==> src/valu_pkg.sv <==
// Vector ALU cluster definitions
`default_nettype none

package valu_pkg;

  // --------------------------------------------------
  // Vector and register file sizes
  // --------------------------------------------------
  localparam int LANES  = 4;
  localparam int ELEM_W = 8;
  localparam int VLEN   = LANES * ELEM_W;
  localparam int NREG   = 8;
  localparam int REG_W  = 3;
  localparam int TAG_W  = 4;

  // Issue queue sizing
  localparam int QDEPTH = 4;
  localparam int IDX_W  = $clog2(QDEPTH);
  localparam int CNT_W  = $clog2(QDEPTH + 1);

  // --------------------------------------------------
  // Operation codes
  // --------------------------------------------------
  typedef enum logic [2:0] {
    OP_ADD  = 3'd0,
    OP_SUB  = 3'd1,
    OP_AND  = 3'd2,
    OP_OR   = 3'd3,
    OP_XOR  = 3'd4,
    OP_MINU = 3'd5,
    OP_MAXU = 3'd6,
    OP_MV   = 3'd7
  } op_e;

  // --------------------------------------------------
  // Instruction word, two views of the low byte
  // --------------------------------------------------
  // Vector-vector form, fmt = 0
  typedef struct packed {
    op_e              op;
    logic             fmt;
    logic [REG_W-1:0] vd;
    logic [REG_W-1:0] vs2;
    logic [4:0]       rsvd;
    logic [REG_W-1:0] vs1;
  } vv_inst_t;

  // Vector-scalar form, fmt = 1
  typedef struct packed {
    op_e               op;
    logic              fmt;
    logic [REG_W-1:0]  vd;
    logic [REG_W-1:0]  vs2;
    logic [ELEM_W-1:0] scalar;
  } vx_inst_t;

  typedef union packed {
    vv_inst_t vv;
    vx_inst_t vx;
  } vec_inst_u;

endpackage

`default_nettype wire

==> src/valu_disp_pickup.sv <==
// Dispatch pickup with skid register
`timescale 1ns/1ps
`default_nettype none

module valu_disp_pickup import valu_pkg::*; (
  input  wire logic              i_clk,
  input  wire logic              i_rst_n,

  input  wire logic              i_disp_valid,
  input  wire vec_inst_u         i_disp_inst,
  input  wire logic [TAG_W-1:0]  i_disp_tag,
  output logic                   o_disp_ready,

  output logic                   o_pk_valid,
  input  wire logic              i_pk_ready,
  output op_e                    o_pk_op,
  output logic [REG_W-1:0]       o_pk_vd,
  output logic [REG_W-1:0]       o_pk_vs2,
  output logic [REG_W-1:0]       o_pk_vs1,
  output logic [ELEM_W-1:0]      o_pk_scalar,
  output logic                   o_pk_is_scalar,
  output logic [TAG_W-1:0]       o_pk_tag
);

  logic             skid_valid;
  vec_inst_u        skid_inst;
  logic [TAG_W-1:0] skid_tag;
  vec_inst_u        sel_inst;
  logic             skid_load;

  assign o_disp_ready = !skid_valid || i_pk_ready;

  // Capture when the queue refuses, or when the held entry drains under a new one
  assign skid_load = i_disp_valid && o_disp_ready && (skid_valid || !i_pk_ready);

  always_ff @(posedge i_clk or negedge i_rst_n) begin
    if (!i_rst_n) begin
      skid_valid <= 1'b0;
    end else if (skid_load) begin
      skid_valid <= 1'b1;
    end else if (i_pk_ready) begin
      skid_valid <= 1'b0;
    end
  end

  always_ff @(posedge i_clk) begin
    if (skid_load) begin
      skid_inst <= i_disp_inst;
      skid_tag  <= i_disp_tag;
    end
  end

  // --------------------------------------------------
  // Decode with the held entry first since it is older
  // --------------------------------------------------
  assign sel_inst       = skid_valid ? skid_inst : i_disp_inst;
  assign o_pk_valid     = skid_valid || i_disp_valid;
  assign o_pk_tag       = skid_valid ? skid_tag : i_disp_tag;

  assign o_pk_is_scalar = sel_inst.vx.fmt;
  assign o_pk_op        = sel_inst.vv.op;
  assign o_pk_vd        = sel_inst.vv.vd;
  assign o_pk_vs2       = sel_inst.vv.vs2;
  // Low byte read as register index or as scalar
  assign o_pk_vs1       = sel_inst.vv.vs1;
  assign o_pk_scalar    = sel_inst.vx.scalar;

endmodule

`default_nettype wire

==> src/valu_issue_queue.sv <==
// Vector issue queue
`timescale 1ns/1ps
`default_nettype none

module valu_issue_queue import valu_pkg::*; (
  input  wire logic              i_clk,
  input  wire logic              i_rst_n,

  input  wire logic              i_pk_valid,
  input  wire op_e               i_pk_op,
  input  wire logic [REG_W-1:0]  i_pk_vd,
  input  wire logic [REG_W-1:0]  i_pk_vs2,
  input  wire logic [REG_W-1:0]  i_pk_vs1,
  input  wire logic [ELEM_W-1:0] i_pk_scalar,
  input  wire logic              i_pk_is_scalar,
  input  wire logic [TAG_W-1:0]  i_pk_tag,
  output logic                   o_pk_ready,

  input  wire logic              i_wb_valid,
  input  wire logic [REG_W-1:0]  i_wb_vd,

  output logic                   o_iss_valid,
  output op_e                    o_iss_op,
  output logic [REG_W-1:0]       o_iss_vd,
  output logic [REG_W-1:0]       o_iss_vs2,
  output logic [REG_W-1:0]       o_iss_vs1,
  output logic [ELEM_W-1:0]      o_iss_scalar,
  output logic                   o_iss_is_scalar,
  output logic [TAG_W-1:0]       o_iss_tag
);

  // Entry 0 is the oldest and the queue stays compacted
  logic [QDEPTH-1:0] q_valid;
  op_e               q_op     [QDEPTH];
  logic [REG_W-1:0]  q_vd     [QDEPTH];
  logic [REG_W-1:0]  q_vs2    [QDEPTH];
  logic [REG_W-1:0]  q_vs1    [QDEPTH];
  logic [ELEM_W-1:0] q_scalar [QDEPTH];
  logic [QDEPTH-1:0] q_is_scalar;
  logic [TAG_W-1:0]  q_tag    [QDEPTH];

  logic [NREG-1:0]   busy;
  logic [QDEPTH-1:0] use_vs2;
  logic [QDEPTH-1:0] use_vs1;
  logic [QDEPTH-1:0] q_rdy;
  logic [CNT_W-1:0]  cnt;
  logic [CNT_W-1:0]  cnt_nxt;
  logic [CNT_W-1:0]  wr_slot;
  logic [IDX_W-1:0]  iss_idx;
  logic              war_hit;
  logic              pk_fire;
  logic              older_wr_hit;

  // --------------------------------------------------
  // Readiness, hazards and oldest-ready select
  // --------------------------------------------------
  always_comb begin
    war_hit = 1'b0;
    iss_idx = '0;
    o_iss_valid = 1'b0;
    for (int i = 0; i < QDEPTH; i++) begin
      use_vs2[i] = q_op[i] != OP_MV;
      use_vs1[i] = !q_is_scalar[i];
      // A source equal to its own vd only sees the entry's own busy bit
      q_rdy[i] = q_valid[i] &&
                 !(use_vs2[i] && busy[q_vs2[i]] && q_vs2[i] != q_vd[i]) &&
                 !(use_vs1[i] && busy[q_vs1[i]] && q_vs1[i] != q_vd[i]);
      if (q_valid[i] && ((use_vs2[i] && q_vs2[i] == i_pk_vd) ||
                         (use_vs1[i] && q_vs1[i] == i_pk_vd))) begin
        war_hit = 1'b1;
      end
    end
    for (int i = QDEPTH - 1; i >= 0; i--) begin
      if (q_rdy[i]) begin
        o_iss_valid = 1'b1;
        iss_idx     = IDX_W'(i);
      end
    end
  end

  assign cnt        = CNT_W'($countones(q_valid));
  assign o_pk_ready = (cnt != CNT_W'(QDEPTH)) && !busy[i_pk_vd] && !war_hit;
  assign pk_fire    = i_pk_valid && o_pk_ready;
  assign wr_slot    = cnt - CNT_W'(o_iss_valid);
  assign cnt_nxt    = wr_slot + CNT_W'(pk_fire);

  assign o_iss_op        = q_op[iss_idx];
  assign o_iss_vd        = q_vd[iss_idx];
  assign o_iss_vs2       = q_vs2[iss_idx];
  assign o_iss_vs1       = q_vs1[iss_idx];
  assign o_iss_scalar    = q_scalar[iss_idx];
  assign o_iss_is_scalar = q_is_scalar[iss_idx];
  assign o_iss_tag       = q_tag[iss_idx];

  // --------------------------------------------------
  // Occupancy and busy scoreboard
  // --------------------------------------------------
  always_ff @(posedge i_clk or negedge i_rst_n) begin
    if (!i_rst_n) begin
      q_valid <= '0;
      busy    <= '0;
    end else begin
      for (int i = 0; i < QDEPTH; i++) begin
        q_valid[i] <= i < int'(cnt_nxt);
      end
      if (i_wb_valid) begin
        busy[i_wb_vd] <= 1'b0;
      end
      if (pk_fire) begin
        busy[i_pk_vd] <= 1'b1;
      end
    end
  end

  // Collapse over the issued slot and append at the tail
  always_ff @(posedge i_clk) begin
    for (int i = 0; i < QDEPTH; i++) begin
      int src;
      src = (i < QDEPTH - 1) ? i + 1 : i;
      if (pk_fire && int'(wr_slot) == i) begin
        q_op[i]        <= i_pk_op;
        q_vd[i]        <= i_pk_vd;
        q_vs2[i]       <= i_pk_vs2;
        q_vs1[i]       <= i_pk_vs1;
        q_scalar[i]    <= i_pk_scalar;
        q_is_scalar[i] <= i_pk_is_scalar;
        q_tag[i]       <= i_pk_tag;
      end else if (o_iss_valid && i >= int'(iss_idx)) begin
        q_op[i]        <= q_op[src];
        q_vd[i]        <= q_vd[src];
        q_vs2[i]       <= q_vs2[src];
        q_vs1[i]       <= q_vs1[src];
        q_scalar[i]    <= q_scalar[src];
        q_is_scalar[i] <= q_is_scalar[src];
        q_tag[i]       <= q_tag[src];
      end
    end
  end

  // Issued sources against writers still queued ahead of it
  always_comb begin
    older_wr_hit = 1'b0;
    for (int j = 0; j < QDEPTH; j++) begin
      if (q_valid[j] && j < int'(iss_idx) &&
          ((o_iss_op != OP_MV && q_vd[j] == o_iss_vs2) ||
           (!o_iss_is_scalar && q_vd[j] == o_iss_vs1))) begin
        older_wr_hit = 1'b1;
      end
    end
  end

  // Nothing issues ahead of an older queued write to one of its sources
  a_iss_src_free: assert property (@(posedge i_clk) disable iff (!i_rst_n)
    o_iss_valid |-> !older_wr_hit);

  // Each writeback clears a bit that its own accept set
  a_busy_single: assert property (@(posedge i_clk) disable iff (!i_rst_n)
    i_wb_valid |-> busy[i_wb_vd]);

endmodule

`default_nettype wire

==> src/valu_pipe.sv <==
// Three-stage vector ALU pipe
`timescale 1ns/1ps
`default_nettype none

module valu_pipe import valu_pkg::*; (
  input  wire logic              i_clk,
  input  wire logic              i_rst_n,

  input  wire logic              i_iss_valid,
  input  wire op_e               i_iss_op,
  input  wire logic [REG_W-1:0]  i_iss_vd,
  input  wire logic [REG_W-1:0]  i_iss_vs2,
  input  wire logic [REG_W-1:0]  i_iss_vs1,
  input  wire logic [ELEM_W-1:0] i_iss_scalar,
  input  wire logic              i_iss_is_scalar,
  input  wire logic [TAG_W-1:0]  i_iss_tag,

  output logic [REG_W-1:0]       o_rd0_idx,
  input  wire logic [VLEN-1:0]   i_rd0_data,
  output logic [REG_W-1:0]       o_rd1_idx,
  input  wire logic [VLEN-1:0]   i_rd1_data,

  output logic                   o_wr_en,
  output logic [REG_W-1:0]       o_wr_idx,
  output logic [VLEN-1:0]        o_wr_data,

  output logic                   o_done_valid,
  output logic [TAG_W-1:0]       o_done_tag,
  output logic [REG_W-1:0]       o_done_vd,
  output logic [VLEN-1:0]        o_done_data
);

  logic              ex1_valid;
  op_e               ex1_op;
  logic [REG_W-1:0]  ex1_vd;
  logic [REG_W-1:0]  ex1_vs2;
  logic [REG_W-1:0]  ex1_vs1;
  logic [ELEM_W-1:0] ex1_scalar;
  logic              ex1_is_scalar;
  logic [TAG_W-1:0]  ex1_tag;
  logic [VLEN-1:0]   ex1_opb;

  logic              ex2_valid;
  op_e               ex2_op;
  logic [REG_W-1:0]  ex2_vd;
  logic [TAG_W-1:0]  ex2_tag;
  logic [VLEN-1:0]   ex2_opa;
  logic [VLEN-1:0]   ex2_opb;
  logic [VLEN-1:0]   ex2_res;

  logic              ex3_valid;
  logic [REG_W-1:0]  ex3_vd;
  logic [TAG_W-1:0]  ex3_tag;
  logic [VLEN-1:0]   ex3_res;

  // One lane that wraps modulo 256
  function automatic logic [ELEM_W-1:0] lane_alu(input op_e op,
                                                 input logic [ELEM_W-1:0] a,
                                                 input logic [ELEM_W-1:0] b);
    case (op)
      OP_ADD:  return a + b;
      OP_SUB:  return a - b;
      OP_AND:  return a & b;
      OP_OR:   return a | b;
      OP_XOR:  return a ^ b;
      OP_MINU: return (a < b) ? a : b;
      OP_MAXU: return (a > b) ? a : b;
      default: return b;
    endcase
  endfunction

  always_ff @(posedge i_clk or negedge i_rst_n) begin
    if (!i_rst_n) begin
      ex1_valid <= 1'b0;
      ex2_valid <= 1'b0;
      ex3_valid <= 1'b0;
    end else begin
      ex1_valid <= i_iss_valid;
      ex2_valid <= ex1_valid;
      ex3_valid <= ex2_valid;
    end
  end

  // --------------------------------------------------
  // ex1 operand read
  // --------------------------------------------------
  always_ff @(posedge i_clk) begin
    ex1_op        <= i_iss_op;
    ex1_vd        <= i_iss_vd;
    ex1_vs2       <= i_iss_vs2;
    ex1_vs1       <= i_iss_vs1;
    ex1_scalar    <= i_iss_scalar;
    ex1_is_scalar <= i_iss_is_scalar;
    ex1_tag       <= i_iss_tag;
  end

  assign o_rd0_idx = ex1_vs2;
  assign o_rd1_idx = ex1_vs1;
  // Scalar broadcast to every lane
  assign ex1_opb   = ex1_is_scalar ? {LANES{ex1_scalar}} : i_rd1_data;

  // --------------------------------------------------
  // ex2 lane compute
  // --------------------------------------------------
  always_ff @(posedge i_clk) begin
    ex2_op  <= ex1_op;
    ex2_vd  <= ex1_vd;
    ex2_tag <= ex1_tag;
    ex2_opa <= i_rd0_data;
    ex2_opb <= ex1_opb;
  end

  always_comb begin
    for (int l = 0; l < LANES; l++) begin
      ex2_res[l*ELEM_W +: ELEM_W] = lane_alu(ex2_op, ex2_opa[l*ELEM_W +: ELEM_W],
                                             ex2_opb[l*ELEM_W +: ELEM_W]);
    end
  end

  // --------------------------------------------------
  // ex3 writeback and done
  // --------------------------------------------------
  always_ff @(posedge i_clk) begin
    ex3_vd  <= ex2_vd;
    ex3_tag <= ex2_tag;
    ex3_res <= ex2_res;
  end

  assign o_wr_en      = ex3_valid;
  assign o_wr_idx     = ex3_vd;
  assign o_wr_data    = ex3_res;
  assign o_done_valid = ex3_valid;
  assign o_done_tag   = ex3_tag;
  assign o_done_vd    = ex3_vd;
  assign o_done_data  = ex3_res;

  // Tag and vd of an issue reach done a fixed three cycles later
  a_done_latency: assert property (@(posedge i_clk) disable iff (!i_rst_n)
    i_iss_valid |-> ##3 (o_done_valid && o_done_tag == $past(i_iss_tag, 3) &&
                         o_done_vd == $past(i_iss_vd, 3)));

endmodule

`default_nettype wire

==> src/valu_top.sv <==
// Vector ALU cluster top
`timescale 1ns/1ps
`default_nettype none

module valu_top import valu_pkg::*; (
  input  wire logic             i_clk,
  input  wire logic             i_rst_n,

  input  wire logic             i_disp_valid,
  input  wire vec_inst_u        i_disp_inst,
  input  wire logic [TAG_W-1:0] i_disp_tag,
  output logic                  o_disp_ready,

  output logic                  o_done_valid,
  output logic [TAG_W-1:0]      o_done_tag,
  output logic [REG_W-1:0]      o_done_vd,
  output logic [VLEN-1:0]       o_done_data
);

  // Pickup to queue
  logic              pk_valid;
  logic              pk_ready;
  op_e               pk_op;
  logic [REG_W-1:0]  pk_vd;
  logic [REG_W-1:0]  pk_vs2;
  logic [REG_W-1:0]  pk_vs1;
  logic [ELEM_W-1:0] pk_scalar;
  logic              pk_is_scalar;
  logic [TAG_W-1:0]  pk_tag;

  // Queue to pipe
  logic              iss_valid;
  op_e               iss_op;
  logic [REG_W-1:0]  iss_vd;
  logic [REG_W-1:0]  iss_vs2;
  logic [REG_W-1:0]  iss_vs1;
  logic [ELEM_W-1:0] iss_scalar;
  logic              iss_is_scalar;
  logic [TAG_W-1:0]  iss_tag;

  // Register file ports whose write side doubles as writeback to the queue
  logic [REG_W-1:0]  rd0_idx;
  logic [VLEN-1:0]   rd0_data;
  logic [REG_W-1:0]  rd1_idx;
  logic [VLEN-1:0]   rd1_data;
  logic              wr_en;
  logic [REG_W-1:0]  wr_idx;
  logic [VLEN-1:0]   wr_data;

  valu_disp_pickup u_pickup (
    .i_clk          (i_clk),
    .i_rst_n        (i_rst_n),
    .i_disp_valid   (i_disp_valid),
    .i_disp_inst    (i_disp_inst),
    .i_disp_tag     (i_disp_tag),
    .o_disp_ready   (o_disp_ready),
    .o_pk_valid     (pk_valid),
    .i_pk_ready     (pk_ready),
    .o_pk_op        (pk_op),
    .o_pk_vd        (pk_vd),
    .o_pk_vs2       (pk_vs2),
    .o_pk_vs1       (pk_vs1),
    .o_pk_scalar    (pk_scalar),
    .o_pk_is_scalar (pk_is_scalar),
    .o_pk_tag       (pk_tag)
  );

  valu_issue_queue u_queue (
    .i_clk           (i_clk),
    .i_rst_n         (i_rst_n),
    .i_pk_valid      (pk_valid),
    .i_pk_op         (pk_op),
    .i_pk_vd         (pk_vd),
    .i_pk_vs2        (pk_vs2),
    .i_pk_vs1        (pk_vs1),
    .i_pk_scalar     (pk_scalar),
    .i_pk_is_scalar  (pk_is_scalar),
    .i_pk_tag        (pk_tag),
    .o_pk_ready      (pk_ready),
    .i_wb_valid      (wr_en),
    .i_wb_vd         (wr_idx),
    .o_iss_valid     (iss_valid),
    .o_iss_op        (iss_op),
    .o_iss_vd        (iss_vd),
    .o_iss_vs2       (iss_vs2),
    .o_iss_vs1       (iss_vs1),
    .o_iss_scalar    (iss_scalar),
    .o_iss_is_scalar (iss_is_scalar),
    .o_iss_tag       (iss_tag)
  );

  valu_pipe u_pipe (
    .i_clk           (i_clk),
    .i_rst_n         (i_rst_n),
    .i_iss_valid     (iss_valid),
    .i_iss_op        (iss_op),
    .i_iss_vd        (iss_vd),
    .i_iss_vs2       (iss_vs2),
    .i_iss_vs1       (iss_vs1),
    .i_iss_scalar    (iss_scalar),
    .i_iss_is_scalar (iss_is_scalar),
    .i_iss_tag       (iss_tag),
    .o_rd0_idx       (rd0_idx),
    .i_rd0_data      (rd0_data),
    .o_rd1_idx       (rd1_idx),
    .i_rd1_data      (rd1_data),
    .o_wr_en         (wr_en),
    .o_wr_idx        (wr_idx),
    .o_wr_data       (wr_data),
    .o_done_valid    (o_done_valid),
    .o_done_tag      (o_done_tag),
    .o_done_vd       (o_done_vd),
    .o_done_data     (o_done_data)
  );

  valu_vrf u_vrf (
    .i_clk      (i_clk),
    .i_rst_n    (i_rst_n),
    .i_rd0_idx  (rd0_idx),
    .o_rd0_data (rd0_data),
    .i_rd1_idx  (rd1_idx),
    .o_rd1_data (rd1_data),
    .i_wr_en    (wr_en),
    .i_wr_idx   (wr_idx),
    .i_wr_data  (wr_data)
  );

endmodule

`default_nettype wire

==> src/valu_vrf.sv <==
// Vector register file
`timescale 1ns/1ps
`default_nettype none

module valu_vrf import valu_pkg::*; (
  input  wire logic             i_clk,
  input  wire logic             i_rst_n,

  input  wire logic [REG_W-1:0] i_rd0_idx,
  output logic [VLEN-1:0]       o_rd0_data,
  input  wire logic [REG_W-1:0] i_rd1_idx,
  output logic [VLEN-1:0]       o_rd1_data,

  input  wire logic             i_wr_en,
  input  wire logic [REG_W-1:0] i_wr_idx,
  input  wire logic [VLEN-1:0]  i_wr_data
);

  logic [VLEN-1:0] regs [NREG];

  always_ff @(posedge i_clk or negedge i_rst_n) begin
    if (!i_rst_n) begin
      for (int i = 0; i < NREG; i++) begin
        regs[i] <= '0;
      end
    end else if (i_wr_en) begin
      regs[i_wr_idx] <= i_wr_data;
    end
  end

  // --------------------------------------------------
  // Read ports with write-through
  // --------------------------------------------------
  assign o_rd0_data = (i_wr_en && i_wr_idx == i_rd0_idx) ? i_wr_data : regs[i_rd0_idx];
  assign o_rd1_data = (i_wr_en && i_wr_idx == i_rd1_idx) ? i_wr_data : regs[i_rd1_idx];

endmodule

`default_nettype wire
==> config.mk <==
export PLATFORM = sky130hd
export DESIGN_NAME = valu_top
export DESIGN_NICKNAME = d
export VERILOG_FILES = /design/src/valu_pkg.sv /design/src/valu_disp_pickup.sv /design/src/valu_issue_queue.sv /design/src/valu_pipe.sv /design/src/valu_top.sv /design/src/valu_vrf.sv
export SDC_FILE = /design/constraint.sdc
export NUM_CORES = 1
export LEC_CHECK = 0
export ABC_AREA = 1
export BUFFER_PORTS_ARGS = -buffer_cell sky130_fd_sc_hd__buf_2
export CELL_PAD_IN_SITES_DETAIL_PLACEMENT = 1
export CELL_PAD_IN_SITES_GLOBAL_PLACEMENT = 1
export CORE_UTILIZATION = 42
export DETAILED_ROUTE_END_ITERATION = 10
export GPL_ROUTABILITY_DRIVEN = 1
export GPL_TIMING_DRIVEN = 0
export PLACE_DENSITY_LB_ADDON = 0.1
export SLEW_MARGIN = 20
export SYNTH_ARGS = -nofsm -noshare
export SYNTH_HDL_FRONTEND = slang
export SYNTH_HIERARCHICAL = 1
export SYNTH_SLANG_ARGS = --single-unit
==> constraint.sdc <==
create_clock -name i_clk -period 4 [get_ports i_clk]
set_clock_uncertainty 0.1 [all_clocks]
set_input_delay 0.6 -clock i_clk [delete_from_list [all_inputs] [get_ports i_clk]]
set_output_delay 0.6 -clock i_clk [all_outputs]
set_load 0.03 [all_outputs]
==> results of run 1 <==
-- flip-flops by register name (all words and copies together) (netlist names), 8 cells and up --
register / cells
u_queue/q_tag: 16
u_queue/q_scalar: 32
u_queue/q_vs1: 12
u_pickup/skid_inst: 18
u_queue/busy: 8
u_queue/q_op: 12
u_pipe/ex2_opa: 32
u_pipe/ex1_scalar: 8
u_vrf/regs: 256
u_queue/q_vs2: 12
u_pipe/o_done_data: 32
u_queue/q_vd: 12
u_pipe/ex2_opb: 32
-- cell families (layout without fill, tap and decap cells) --
kind of cell	after synthesis	in the layout
and+or+nand+nor	2708	2710
adders and majority gates	117	117
DFF	532	532
xor gates and xnor gates	50	50
AOI/OAI and AO/OA	472	472
buffers and inverters	938	1137
-- worst paths after layout --
check | to | slack [ns] | depth (start not counted)
setup / recovery | o_disp_ready | 0.15 | 15
hold / removal | u_pickup/skid_inst[13] | 0.05 | 1
setup reg to reg | u_queue/q_tag[2][2] | 0.17 | 17
min in group asynchronous | u_vrf/regs[230] | 0.40 | 2
hold reg to reg | u_pipe/o_done_vd[0] | 0.23 | 0
max in group asynchronous | u_vrf/regs[1] | 2.29 | 4
-- metrics by stage --
stage	setup slack, ns	utilization, %
finish	0.147	47.6
global placement	-3.18	44.4
detailed placement	-0.927	44.6
floorplan	0.243	-
CTS	0.0386	47.5
global route	-0.0288	47.6
-- synth_stat cells, drive strengths merged (46+ instances only) --
| cell type | count |
|---|---|
| nor2 | 172 |
| buf | 216 |
| edfxtp | 122 |
| dfxtp | 138 |
| clkbuf | 93 |
| xnor2 | 46 |
| ha | 108 |
| nand2 | 1617 |
| dfrtp | 272 |
| a21oi | 70 |
| nand3 | 845 |
| o21ai | 356 |
| inv | 629 |
-- worst register-to-register path: stages (launching register included) --
cell and delay [ns]:
sky130_fd_sc_hd__edfxtp_1 0.46, sky130_fd_sc_hd__buf_2 0.24, sky130_fd_sc_hd__a21oi_1 0.16, sky130_fd_sc_hd__o21ai_0 0.11, sky130_fd_sc_hd__nand3_1 0.10, sky130_fd_sc_hd__nand3b_1 0.11, sky130_fd_sc_hd__nand3_1 0.17, sky130_fd_sc_hd__nand2_4 0.15
sky130_fd_sc_hd__inv_6 0.16, sky130_fd_sc_hd__nand2_2 0.13, sky130_fd_sc_hd__ha_1 0.23, sky130_fd_sc_hd__ha_2 0.18, sky130_fd_sc_hd__or2_2 0.31, sky130_fd_sc_hd__nand2_1 0.18, sky130_fd_sc_hd__nor3_2 0.08, sky130_fd_sc_hd__nand4_4 0.18
sky130_fd_sc_hd__buf_4 0.25, sky130_fd_sc_hd__nand3_4 0.22
-- cell type report --
| type | instances | share of cell area, % |
|---|---|---|
| buffer | 309 | 4.46 |
| sequential | 532 | 35.3 |
| clock buffer | 89 | 4.93 |
| timing repair buffer | 78 | 1.34 |
| tap | 1050 | 3.50 |
| inverter | 629 | 6.32 |
| multi-input combinational | 3349 | 43.4 |
| clock inverter | 32 | 0.784 |
-- what timing repair did --
action | CTS | global route
cloned | 1 | 1
endpoints found under the hold margin | 49 | 0
gates resized for setup | 24 | 8
buffers inserted | 3 | 4
setup endpoints to repair | 96 | 121
pin swaps | 2 | 3
hold buffers | 1 | 0
-- layer usage --
| layer | vias up | wire length (um) |
|---|---|---|
| li1 | 15600 | - |
| met1 | 16400 | 59000 |
| met2 | 1105 | 64800 |
| met3 | 327 | 7910 |
| met4 | 2 | 7020 |
| met5 | - | 11 |
==> out/qor.tcl, run 1 <==
set qor(floorplan.die_area_um2) 80600
set qor(std_cell_rows) 103
set qor(hold_path_startpoint) {i_disp_inst[13]}
set qor(synthFlopType) {sky130_fd_sc_hd__dfrtp_1}
set qor(cts-htree-levels) 3
set qor(synth_simple_gate_area_share_pct) 34.9
set qor(gp_congestion) 0.946
set qor(ant_nets) 0
set qor(synthCells) 4817
set qor(layout.cell_area.non_filler_um2) 37500
set qor(max_cap_viol_count) 0
set qor(area_delta_synth_final_pct) 12.4
set qor(synth-seq-area-share_pct) 39.6
set qor(globalRoute.busiestLayer) {met2}
set qor(drt-vias-per-instance) 5.50
set qor(synth_edf_count) 122
set qor(setup_viol) 0
set qor(synth_warnings) 6
set qor(io-pin-count) 66
set qor(clock_latency_ns) 0.63
set qor(fin_nets) 5107
set qor(grt_pass1_vias) 34000
set qor(async_sr_flop_fraction_pct) 51.1
set qor(main_combinational_cell_family_by_area_after_synthesis) {simple AND/OR/NAND/NOR gates}
set qor(cts_tree) {built}
set qor(drt-wirelength-per-cell_um) 22.9
set qor(floorplan.core_area_um2) 78900
set qor(critPathMostFrequentCell) {sky130_fd_sc_hd__nand2_1}
set qor(die_w_um) 284
set qor(grt_max_degree) 93
set qor(final_cells) 6068
set qor(critical_path_class) {register to output pin}
set qor(status) {completed}
set qor(layout_worst_path_cycle_share_pct) 96.3
set qor(grt.total_usage_pct) 34.2
set qor(final.fill_count) 10300
set qor(max-slew-margin-rel_pct) 27.2
set qor(timing_worst_slew_pin_value_ns) 1.09
set qor(timing.rr.start) {u_queue/q_vs2[1][0]}
set qor(critPathBufInv) 5
set qor(yosys-top-cells-area) {sky130_fd_sc_hd__dfrtp_1 20%, sky130_fd_sc_hd__nand2_1 18%, sky130_fd_sc_hd__nand3_1 13%}
set qor(synthesis.area_per_instance_um2) 6.93
set qor(cp-start-kind) {register}
set qor(groute.layer.met2.usage_pct) 56.5
set qor(floorplan.die.height_um) 284
set qor(finalCriticalPeriod_ns) 3.85
set qor(cp_max_fo) 10
set qor(tritoncts.num_buffers) 66
set qor(grt_setup_unrepaired) {yes}
set qor(detailedPlacementHpwl_um) 105000
set qor(timing_hold_violations_final) 0
set qor(drv_slew) 0
set qor(clock_transition_at_the_register_clock_pins_on_the_worst_setup_and_hold_paths_after_cts_ns) 0.06
set qor(grtUsageMet3_pct) 4.46
set qor(slowest_delay_ns) 0.47
set qor(io_buffers) 65
set qor(final.hold.worst_slack_ns) 0.0510
set qor(placed_cells) 5937
set qor(cts.sinks) 532
set qor(timing.fmax_mhz) 260
set qor(final_cell_mix) {1590 x sky130_fd_sc_hd__nand2_1, 836 x sky130_fd_sc_hd__nand3_1, 588 x sky130_fd_sc_hd__inv_1, 331 x sky130_fd_sc_hd__o21ai_0, 269 x sky130_fd_sc_hd__dfrtp_1}
set qor(finalSetupTns_ns) 0
set qor(synth.lib_cells_used.distinct) 55
set qor(timing.critical_path.from) {u_pickup/skid_valid}
set qor(drive_above_1_share_pct) 9.78
set qor(worst_ep_arrival_time_ns) 3.15
set qor(detail_route.wirelength_um) 139000
set qor(post_synth_xor_area_fraction_pct) 1.31
set qor(synth-adder-area-share_pct) 4.59
set qor(vias) 33400
set qor(synth_area_leader_cell) {sky130_fd_sc_hd__dfrtp_1}
set qor(min-delay-path-class) {input port to register}
set qor(layout_commonest_cell) {sky130_fd_sc_hd__nand2_1}
set qor(grt_antenna_before_repair) 3
set qor(placed_area_um2) 35200
set qor(antennaDiodeCount) 0
set qor(compound_cell_area_share_of_the_yosys_netlist_pct) 7.51
set qor(synth-seq-cells) 532
set qor(area.sequential_um2) 13200
set qor(synth_fp_nets) 4959
set qor(yosys-mux-area-fraction_pct) 0
set qor(critical_path.cell_chain) {buf_2 > nand2_1 > nand2_1 > buf_4 > buf_8 > xnor2_1 > nand4_1 > nand2_1 > nand2_1 > nand2_2 > nor2_8 > and2_4 > nor2_2 > inv_1 > buf_2}
set qor(synth_top_area_share_pct) 20.4
set qor(global_route_wire_length_before_repair_um) 210000
set qor(synthesis.area_um2) 33400
set qor(remaining_drc_errors) 0
set qor(max-clock-path-buffers) 3
set qor(drt_iter0_markers) 2573
set qor(critical-path-slowest-cell) {sky130_fd_sc_hd__dfrtp_2}
set qor(crit_family) {simple AND/OR/NAND/NOR gates}
set qor(endpoint_kind) {output pin}
set qor(global_route.overflow_total) 0
set qor(detailedRoute.firstPassIterationCount) 7
set qor(combined_area_of_the_multi_input_logic_cells_um2) 16300
set qor(critical_path_required_ns) 3.30
set qor(root_buffer_selected_by_cts) {sky130_fd_sc_hd__clkbuf_16}
set qor(use_met1_pct) 44.1
set qor(initial_utilization_pct) 42.3
Power of run 1 is not shown: default switching activity piles up to over one toggle a cycle in this logic, so the estimate is an artifact.
==> run 2: changes to the inputs <==
PLACE_DENSITY_LB_ADDON = 0.08   (was 0.1)
==> run 2 against run 1 <==
Effect of this change:
- flip-flop and latch count stayed put
- maximum frequency hardly changed
- critical endpoint is now u_queue/q_vs1[0][1]
- worst hold slack better by 0.011 ns
- core utilization hardly changed
- design area hardly changed
- critical path type is now register to register
- routed wire length hardly changed
- die area stayed put
==> out/qor.tcl, run 2 (same netlist as run 1, synthesis figures left out) <==
set qor(largest-register) {u_vrf/regs} ;# unchanged
set qor(min-delay-path-class) {input port to register} ;# unchanged
set qor(finalCriticalPeriod_ns) 3.85 ;# about the same
set qor(max-clock-path-buffers) 3 ;# unchanged
set qor(floorplan.die_area_um2) 80600 ;# unchanged
set qor(global_route_wire_length_before_repair_um) 210000 ;# about the same
set qor(drt_iter0_markers) 2517 ;# was 2573
set qor(io-pin-count) 66 ;# unchanged
set qor(preCtsSetupSlack_ns) -0.907 ;# was -0.927 ns
set qor(worst_hold_path.endpoint) {u_pickup/skid_tag[1]} ;# was u_pickup/skid_inst[13]
set qor(vias) 33400 ;# about the same
set qor(detailedPlacementHpwl_um) 105000 ;# about the same
set qor(critical_path_required_ns) 4.28 ;# was 3.30 ns
set qor(layout_commonest_cell) {sky130_fd_sc_hd__nand2_1} ;# unchanged
set qor(drive_above_1_share_pct) 9.73 ;# was 9.78%
set qor(cts.sinks) 532 ;# unchanged
set qor(endpoint_kind) {register} ;# was output pin
set qor(gp_congestion) 0.943 ;# was 0.946
set qor(ant_nets) 0 ;# unchanged
set qor(largest_reg_flops) 256 ;# unchanged
set qor(grt_antenna_before_repair) 4 ;# was 3
set qor(global_route.overflow_total) 0 ;# unchanged
set qor(drv_slew) 0 ;# unchanged
set qor(final_cell_mix) {1589 x sky130_fd_sc_hd__nand2_1, 835 x sky130_fd_sc_hd__nand3_1, 588 x sky130_fd_sc_hd__inv_1, 331 x sky130_fd_sc_hd__o21ai_0, 269 x sky130_fd_sc_hd__dfrtp_1} ;# was 1590 x sky130_fd_sc_hd__nand2_1, 836 x sky130_fd_sc_hd__nand3_1, 588 x sky130_fd_sc_hd__inv_1, 331 x sky130_fd_sc_hd__o21ai_0, 269 x sky130_fd_sc_hd__dfrtp_1
set qor(final.fill_count) 10300 ;# about the same
set qor(rr_endpoint) {u_queue/q_vs1[0][1]} ;# was u_queue/q_tag[2][2]
set qor(clock_transition_at_the_register_clock_pins_on_the_worst_setup_and_hold_paths_after_cts_ns) 0.06 ;# about the same
set qor(fin_ws_ns) 0.146 ;# was 0.147 ns
set qor(floorplan.die.height_um) 284 ;# unchanged
set qor(drt-wirelength-per-cell_um) 22.9 ;# about the same
set qor(timing_worst_slew_pin_value_ns) 1.19 ;# was 1.09 ns
set qor(cts-htree-levels) 3 ;# unchanged
set qor(hold_path_startpoint) {i_disp_tag[1]} ;# was i_disp_inst[13]
set qor(fin_nets) 5107 ;# unchanged
set qor(grt_setup_unrepaired) {no} ;# was yes
set qor(timing.critical_path.from) {u_queue/q_vs1[2][0]} ;# was u_pickup/skid_valid
set qor(r2r.worst_path.cells) 20 ;# was 17
set qor(cp_max_fo) 10 ;# unchanged
set qor(die_w_um) 284 ;# unchanged
set qor(antennaDiodeCount) 0 ;# unchanged
set qor(clock_latency_ns) 0.63 ;# about the same
set qor(setup_viol) 0 ;# unchanged
set qor(setup.reg_to_reg.worst_slack_ns) 0.15 ;# was 0.17 ns
set qor(timing_hold_violations_final) 0 ;# unchanged
set qor(grt.total_usage_pct) 34.2 ;# about the same
set qor(tritoncts.num_buffers) 66 ;# unchanged
set qor(status) {completed} ;# unchanged
set qor(max-slew-margin-rel_pct) 20.5 ;# was 27.2%
set qor(cts_tree) {built} ;# unchanged
set qor(max_cap_viol_count) 0 ;# unchanged
set qor(initial_utilization_pct) 42.3 ;# unchanged
set qor(layout_worst_path_cycle_share_pct) 96.4 ;# was 96.3%
set qor(root_buffer_selected_by_cts) {sky130_fd_sc_hd__clkbuf_16} ;# unchanged
set qor(timing.rr.start) {u_queue/q_vs1[2][0]} ;# was u_queue/q_vs2[1][0]
set qor(timing.fmax_mhz) 259 ;# was 260 MHz
set qor(detail_route.wirelength_um) 139000 ;# about the same
set qor(remaining_drc_errors) 0 ;# unchanged
set qor(grt_max_degree) 86 ;# was 93
set qor(worst_ep_arrival_time_ns) 4.13 ;# was 3.15 ns
set qor(drt-vias-per-instance) 5.51 ;# was 5.50
set qor(floorplan.core_area_um2) 78900 ;# unchanged
set qor(cp-start-kind) {register} ;# unchanged
set qor(critical_path_class) {register to register} ;# was register to output pin
set qor(timing.hold.worst_path_depth) 1 ;# unchanged
set qor(std_cell_rows) 103 ;# unchanged
set qor(area_delta_synth_final_pct) 12.3 ;# was 12.4%
set qor(grt_pass1_vias) 34000 ;# about the same
set qor(io_buffers) 65 ;# unchanged
set qor(detailedRoute.firstPassIterationCount) 5 ;# was 7
==> run 2: stage by stage <==
| stage | setup TNS [ns] | hold WS (ns) | instances | utilization [%] | instance area [um^2] |
|---|---|---|---|---|---|
| after detailed placement | -50.67 | 0.213 | 5937 | 44.6 | 35200 |
| after CTS | 0 | 0.0300 | 6060 | 47.4 | 37400 |
| after global placement | -920.85 | 0.210 | 5932 | 44.4 | 35000 |
| after global routing | 0 | 0.0430 | 6066 | 47.5 | 37500 |
| final | 0 | 0.0621 | 6066 | 47.5 | 37500 |
| after floorplan | 0 | 0.204 | 4817 | - | 33400 |
==> run 2: how the worst max path moves through the flow <==
stage | end | cells past startpoint
floorplan | u_queue/q_is_scalar[2] | 17
global placement | u_pipe/ex1_valid | 1
detailed placement | u_queue/q_is_scalar[0] | 17
CTS | o_disp_ready | 16
global route | u_queue/q_vs1[0][1] | 21
finish | u_queue/q_vs1[0][1] | 20
==> run 2: cell type report <==
cell class / instances / area [um^2] / area share, %
Inverter: 629 / 2370 / 6.33
Buffer: 309 / 1680 / 4.49
Tap cell: 1050 / 1310 / 3.50
Timing Repair Buffer: 78 / 507 / 1.35
Clock inverter: 19 / 149 / 0.397
Clock buffer: 100 / 1970 / 5.26
Sequential cell: 532 / 13200 / 35.3
Multi-Input combinational cell: 3349 / 16300 / 43.4
==> run 2: per-layer routing <==
metal | wire (um) | up-vias | global-route usage (%)
li1 | - | 15600 | -
met1 | 58900 | 16400 | 43.9
met2 | 64700 | 1122 | 56.6
met3 | 8190 | 332 | 4.98
met4 | 6950 | 0 | 16.3
met5 | 0 | - | 0
==> run 2: worst max-delay path, stage by stage (launching register included) <==
cell and delay [ns]:
sky130_fd_sc_hd__edfxtp_1 0.35, sky130_fd_sc_hd__buf_4 0.19, sky130_fd_sc_hd__inv_1 0.14, sky130_fd_sc_hd__nand2_1 0.09
sky130_fd_sc_hd__nand3_1 0.09, sky130_fd_sc_hd__nand3_1 0.08, sky130_fd_sc_hd__nand2_1 0.12, sky130_fd_sc_hd__nand3_1 0.09
sky130_fd_sc_hd__nand3_2 0.25, sky130_fd_sc_hd__nand2_1 0.16, sky130_fd_sc_hd__inv_2 0.13, sky130_fd_sc_hd__nand2_2 0.12
sky130_fd_sc_hd__ha_1 0.23, sky130_fd_sc_hd__ha_2 0.38, sky130_fd_sc_hd__inv_1 0.11, sky130_fd_sc_hd__nor3_2 0.23
sky130_fd_sc_hd__nand4_4 0.19, sky130_fd_sc_hd__buf_4 0.20, sky130_fd_sc_hd__buf_2 0.18, sky130_fd_sc_hd__nand3_1 0.08
sky130_fd_sc_hd__nand2_1 0.07
==> run 2: what timing repair did <==
item / in CTS / in global routing
cloned: 1 / 1
pin swaps: 2 / 3
gates resized for setup: 25 / 13
buffers inserted: 2 / 5
hold endpoints to repair: 83 / 0
hold buffers: 1 / 0
endpoints found under the setup margin: 98 / 140
Power of run 2 is left out for the same reason.
==> run 3: changes to the inputs <==
PLACE_DENSITY_LB_ADDON = 0.2   (was 0.08)
clock period = 3.41 ns   (was 4 ns; I/O delays follow)
==> run 3 against run 2 <==
Effect of this change:
- the flow now finishes with violations (setup timing)
- core utilization is 1.8 points higher
- count of clock-buffer cells in the layout is 5 lower
- register-to-register slack worse by 0.23 ns
- sequential share of layout area is 1.3 points lower
- first-iteration DRC count is 11% higher
- flip-flop and latch count stayed put
- critical path depth is 5 lower
- die area stayed put
- critical endpoint is now o_disp_ready
- largest cell class unchanged
==> out/qor.tcl, run 3 (same netlist as run 1, synthesis figures left out) <==
set qor(max_cap_viol_count) 0 ;# unchanged
set qor(grt.total_usage_pct) 34.3 ;# was 34.2%
set qor(floorplan.core_area_um2) 78900 ;# unchanged
set qor(final_cells) 6152 ;# was 6066
set qor(tritoncts.num_buffers) 66 ;# unchanged
set qor(largest-register) {u_vrf/regs} ;# unchanged
set qor(ant_nets) 0 ;# unchanged
set qor(setup_viol) 35 ;# was 0
set qor(detail_route.wirelength_um) 142000 ;# was 139000 um
set qor(largest_reg_flops) 256 ;# unchanged
set qor(global_route.overflow_total) 0 ;# unchanged
set qor(placed_cells) 5935 ;# was 5937
set qor(grt_antenna_before_repair) 3 ;# was 4
set qor(drt-vias-per-instance) 5.59 ;# was 5.51
set qor(timing_hold_violations_final) 0 ;# unchanged
set qor(fin_nets) 5189 ;# was 5107
set qor(critical_path_required_ns) 2.80 ;# was 4.28 ns
set qor(status) {finished with violations} ;# was completed
set qor(floorplan.die_area_um2) 80600 ;# unchanged
set qor(cts.sinks) 532 ;# unchanged
set qor(endpoint_kind) {output pin} ;# was register
set qor(drive_above_1_share_pct) 12.0 ;# was 9.73%
set qor(die_w_um) 284 ;# unchanged
set qor(timing.rr.start) {u_pickup/skid_valid} ;# was u_queue/q_vs1[2][0]
set qor(clock_latency_ns) 0.63 ;# about the same
set qor(timing_worst_slew_pin_value_ns) 1.12 ;# was 1.19 ns
set qor(remaining_drc_errors) 0 ;# unchanged
set qor(finalCriticalPeriod_ns) 3.52
set qor(fin_ws_ns) -0.110 ;# was 0.146 ns
set qor(global_route_wire_length_before_repair_um) 211000 ;# was 210000 um
set qor(worst_ep_arrival_time_ns) 2.91 ;# was 4.13 ns
set qor(cts_tree) {built} ;# unchanged
set qor(timing.critical_path.from) {u_pickup/skid_valid} ;# was u_queue/q_vs1[2][0]
set qor(drv_slew) 0 ;# unchanged
set qor(cts-htree-levels) 3 ;# unchanged
set qor(cp-start-kind) {register} ;# unchanged
set qor(grt_max_degree) 94 ;# was 86
set qor(critical_path_class) {register to output pin} ;# was register to register
set qor(io-pin-count) 66 ;# unchanged
set qor(floorplan.die.height_um) 284 ;# unchanged
set qor(max-clock-path-buffers) 3 ;# unchanged
set qor(root_buffer_selected_by_cts) {sky130_fd_sc_hd__clkbuf_16} ;# unchanged
set qor(min-delay-path-class) {input port to register} ;# unchanged
set qor(final_cell_mix) {1570 x sky130_fd_sc_hd__nand2_1, 832 x sky130_fd_sc_hd__nand3_1, 578 x sky130_fd_sc_hd__inv_1, 328 x sky130_fd_sc_hd__o21ai_0, 267 x sky130_fd_sc_hd__dfrtp_1} ;# was 1589 x sky130_fd_sc_hd__nand2_1, 835 x sky130_fd_sc_hd__nand3_1, 588 x sky130_fd_sc_hd__inv_1, 331 x sky130_fd_sc_hd__o21ai_0, 269 x sky130_fd_sc_hd__dfrtp_1
set qor(hold_path_startpoint) {i_disp_valid} ;# was i_disp_tag[1]
set qor(cp_max_fo) 8 ;# was 10
set qor(initial_utilization_pct) 42.3 ;# unchanged
set qor(detailedPlacementHpwl_um) 102000 ;# was 105000 um
set qor(failed_checks) {setup timing}
set qor(grt_pass1_vias) 34700 ;# was 34000
set qor(final.hold.worst_slack_ns) 0.0781 ;# was 0.0621 ns
set qor(drt_iter0_markers) 2791 ;# was 2517
set qor(clock_transition_at_the_register_clock_pins_on_the_worst_setup_and_hold_paths_after_cts_ns) 0.06 ;# about the same
set qor(timing.fmax_mhz) 284
set qor(fin_util_pct) 49.4 ;# was 47.5%
set qor(layout_commonest_cell) {sky130_fd_sc_hd__nand2_1} ;# unchanged
set qor(std_cell_rows) 103 ;# unchanged
set qor(vias) 34400 ;# was 33400
set qor(io_buffers) 65 ;# unchanged
set qor(layout_worst_path_cycle_share_pct) 103
set qor(drt-wirelength-per-cell_um) 23.1 ;# was 22.9 um
set qor(gp_congestion) 0.969 ;# was 0.943
set qor(detailedRoute.firstPassIterationCount) 5 ;# unchanged
set qor(max-slew-margin-rel_pct) 25.1 ;# was 20.5%
set qor(grt_setup_unrepaired) {yes} ;# was no
set qor(area_delta_synth_final_pct) 16.7 ;# was 12.3%
==> run 3: cell type report <==
class / count / area [um^2]
Buffer: 307 / 1750
Fill cell: 10200 / 39900
Clock buffer: 95 / 1930
Timing Repair Buffer: 158 / 1260
Inverter: 629 / 2390
Clock inverter: 27 / 378
Multi-Input combinational cell: 3353 / 16700
Antenna cell: 1 / 2.50
Tap cell: 1050 / 1310
Sequential cell: 532 / 13200
==> run 3: worst paths after layout <==
check | cells after the start | slack, ns | endpoint
min in group asynchronous | 2 | 0.31 | u_vrf/regs[198]
max in group asynchronous | 4 | 1.75 | u_queue/busy[2]
max | 15 | -0.11 | o_disp_ready
max reg2reg | 15 | -0.08 | u_pickup/skid_inst[3]
min | 3 | 0.08 | u_pickup/skid_valid
min reg2reg | 0 | 0.22 | u_pipe/ex2_tag[1]
==> run 3: per-layer routing <==
| metal | up-vias | global-route usage [%] | part of all wire [%] |
|---|---|---|---|
| li1 | 15800 | - | - |
| met1 | 16800 | 42.9 | 40 |
| met2 | 1375 | 56.4 | 47 |
| met3 | 422 | 5.06 | 6.6 |
| met4 | 0 | 19.7 | 6.4 |
| met5 | - | 0 | 0 |
==> run 3: what timing repair did <==
| item | in CTS | in global routing |
|---|---|---|
| endpoints found under the setup margin | 201 | 199 |
| pin swaps | 23 | 35 |
| endpoints found under the hold margin | 72 | 0 |
| hold buffers | 23 | 0 |
| cloned | 6 | 4 |
| setup buffers | 32 | 32 |
| resized for setup | 80 | 80 |
==> run 3: worst max-delay path, cell delays in order, from the launching register on <==
cell and delay [ns]:
sky130_fd_sc_hd__dfrtp_2 0.49, sky130_fd_sc_hd__clkinv_4 0.15, sky130_fd_sc_hd__nand2_2 0.09, sky130_fd_sc_hd__nand2_2 0.07, sky130_fd_sc_hd__buf_8 0.16, sky130_fd_sc_hd__buf_12 0.15, sky130_fd_sc_hd__xnor2_2 0.14, sky130_fd_sc_hd__nand4_1 0.18
sky130_fd_sc_hd__o21ai_1 0.12, sky130_fd_sc_hd__nand2_1 0.07, sky130_fd_sc_hd__nand2_2 0.12, sky130_fd_sc_hd__nor2_8 0.04, sky130_fd_sc_hd__and2_4 0.16, sky130_fd_sc_hd__nor2_4 0.13, sky130_fd_sc_hd__inv_2 0.05, sky130_fd_sc_hd__buf_6 0.13
==> run 3: per-stage QoR <==
stage / setup TNS, ns / cell area, um^2 / worst slack [ns]
4_1_cts: -0.0413 / 38400 / -0.0303
2_1_floorplan: -1.07 / 33400 / -0.0430
3_3_place_gp: -1081.25 / 35100 / -3.56
5_1_grt: -17.19 / 38900 / -0.174
6_report: -1.85 / 38900 / -0.110
3_5_place_dp: -127.52 / 35100 / -1.04
Power of run 3 is left out for the same reason.
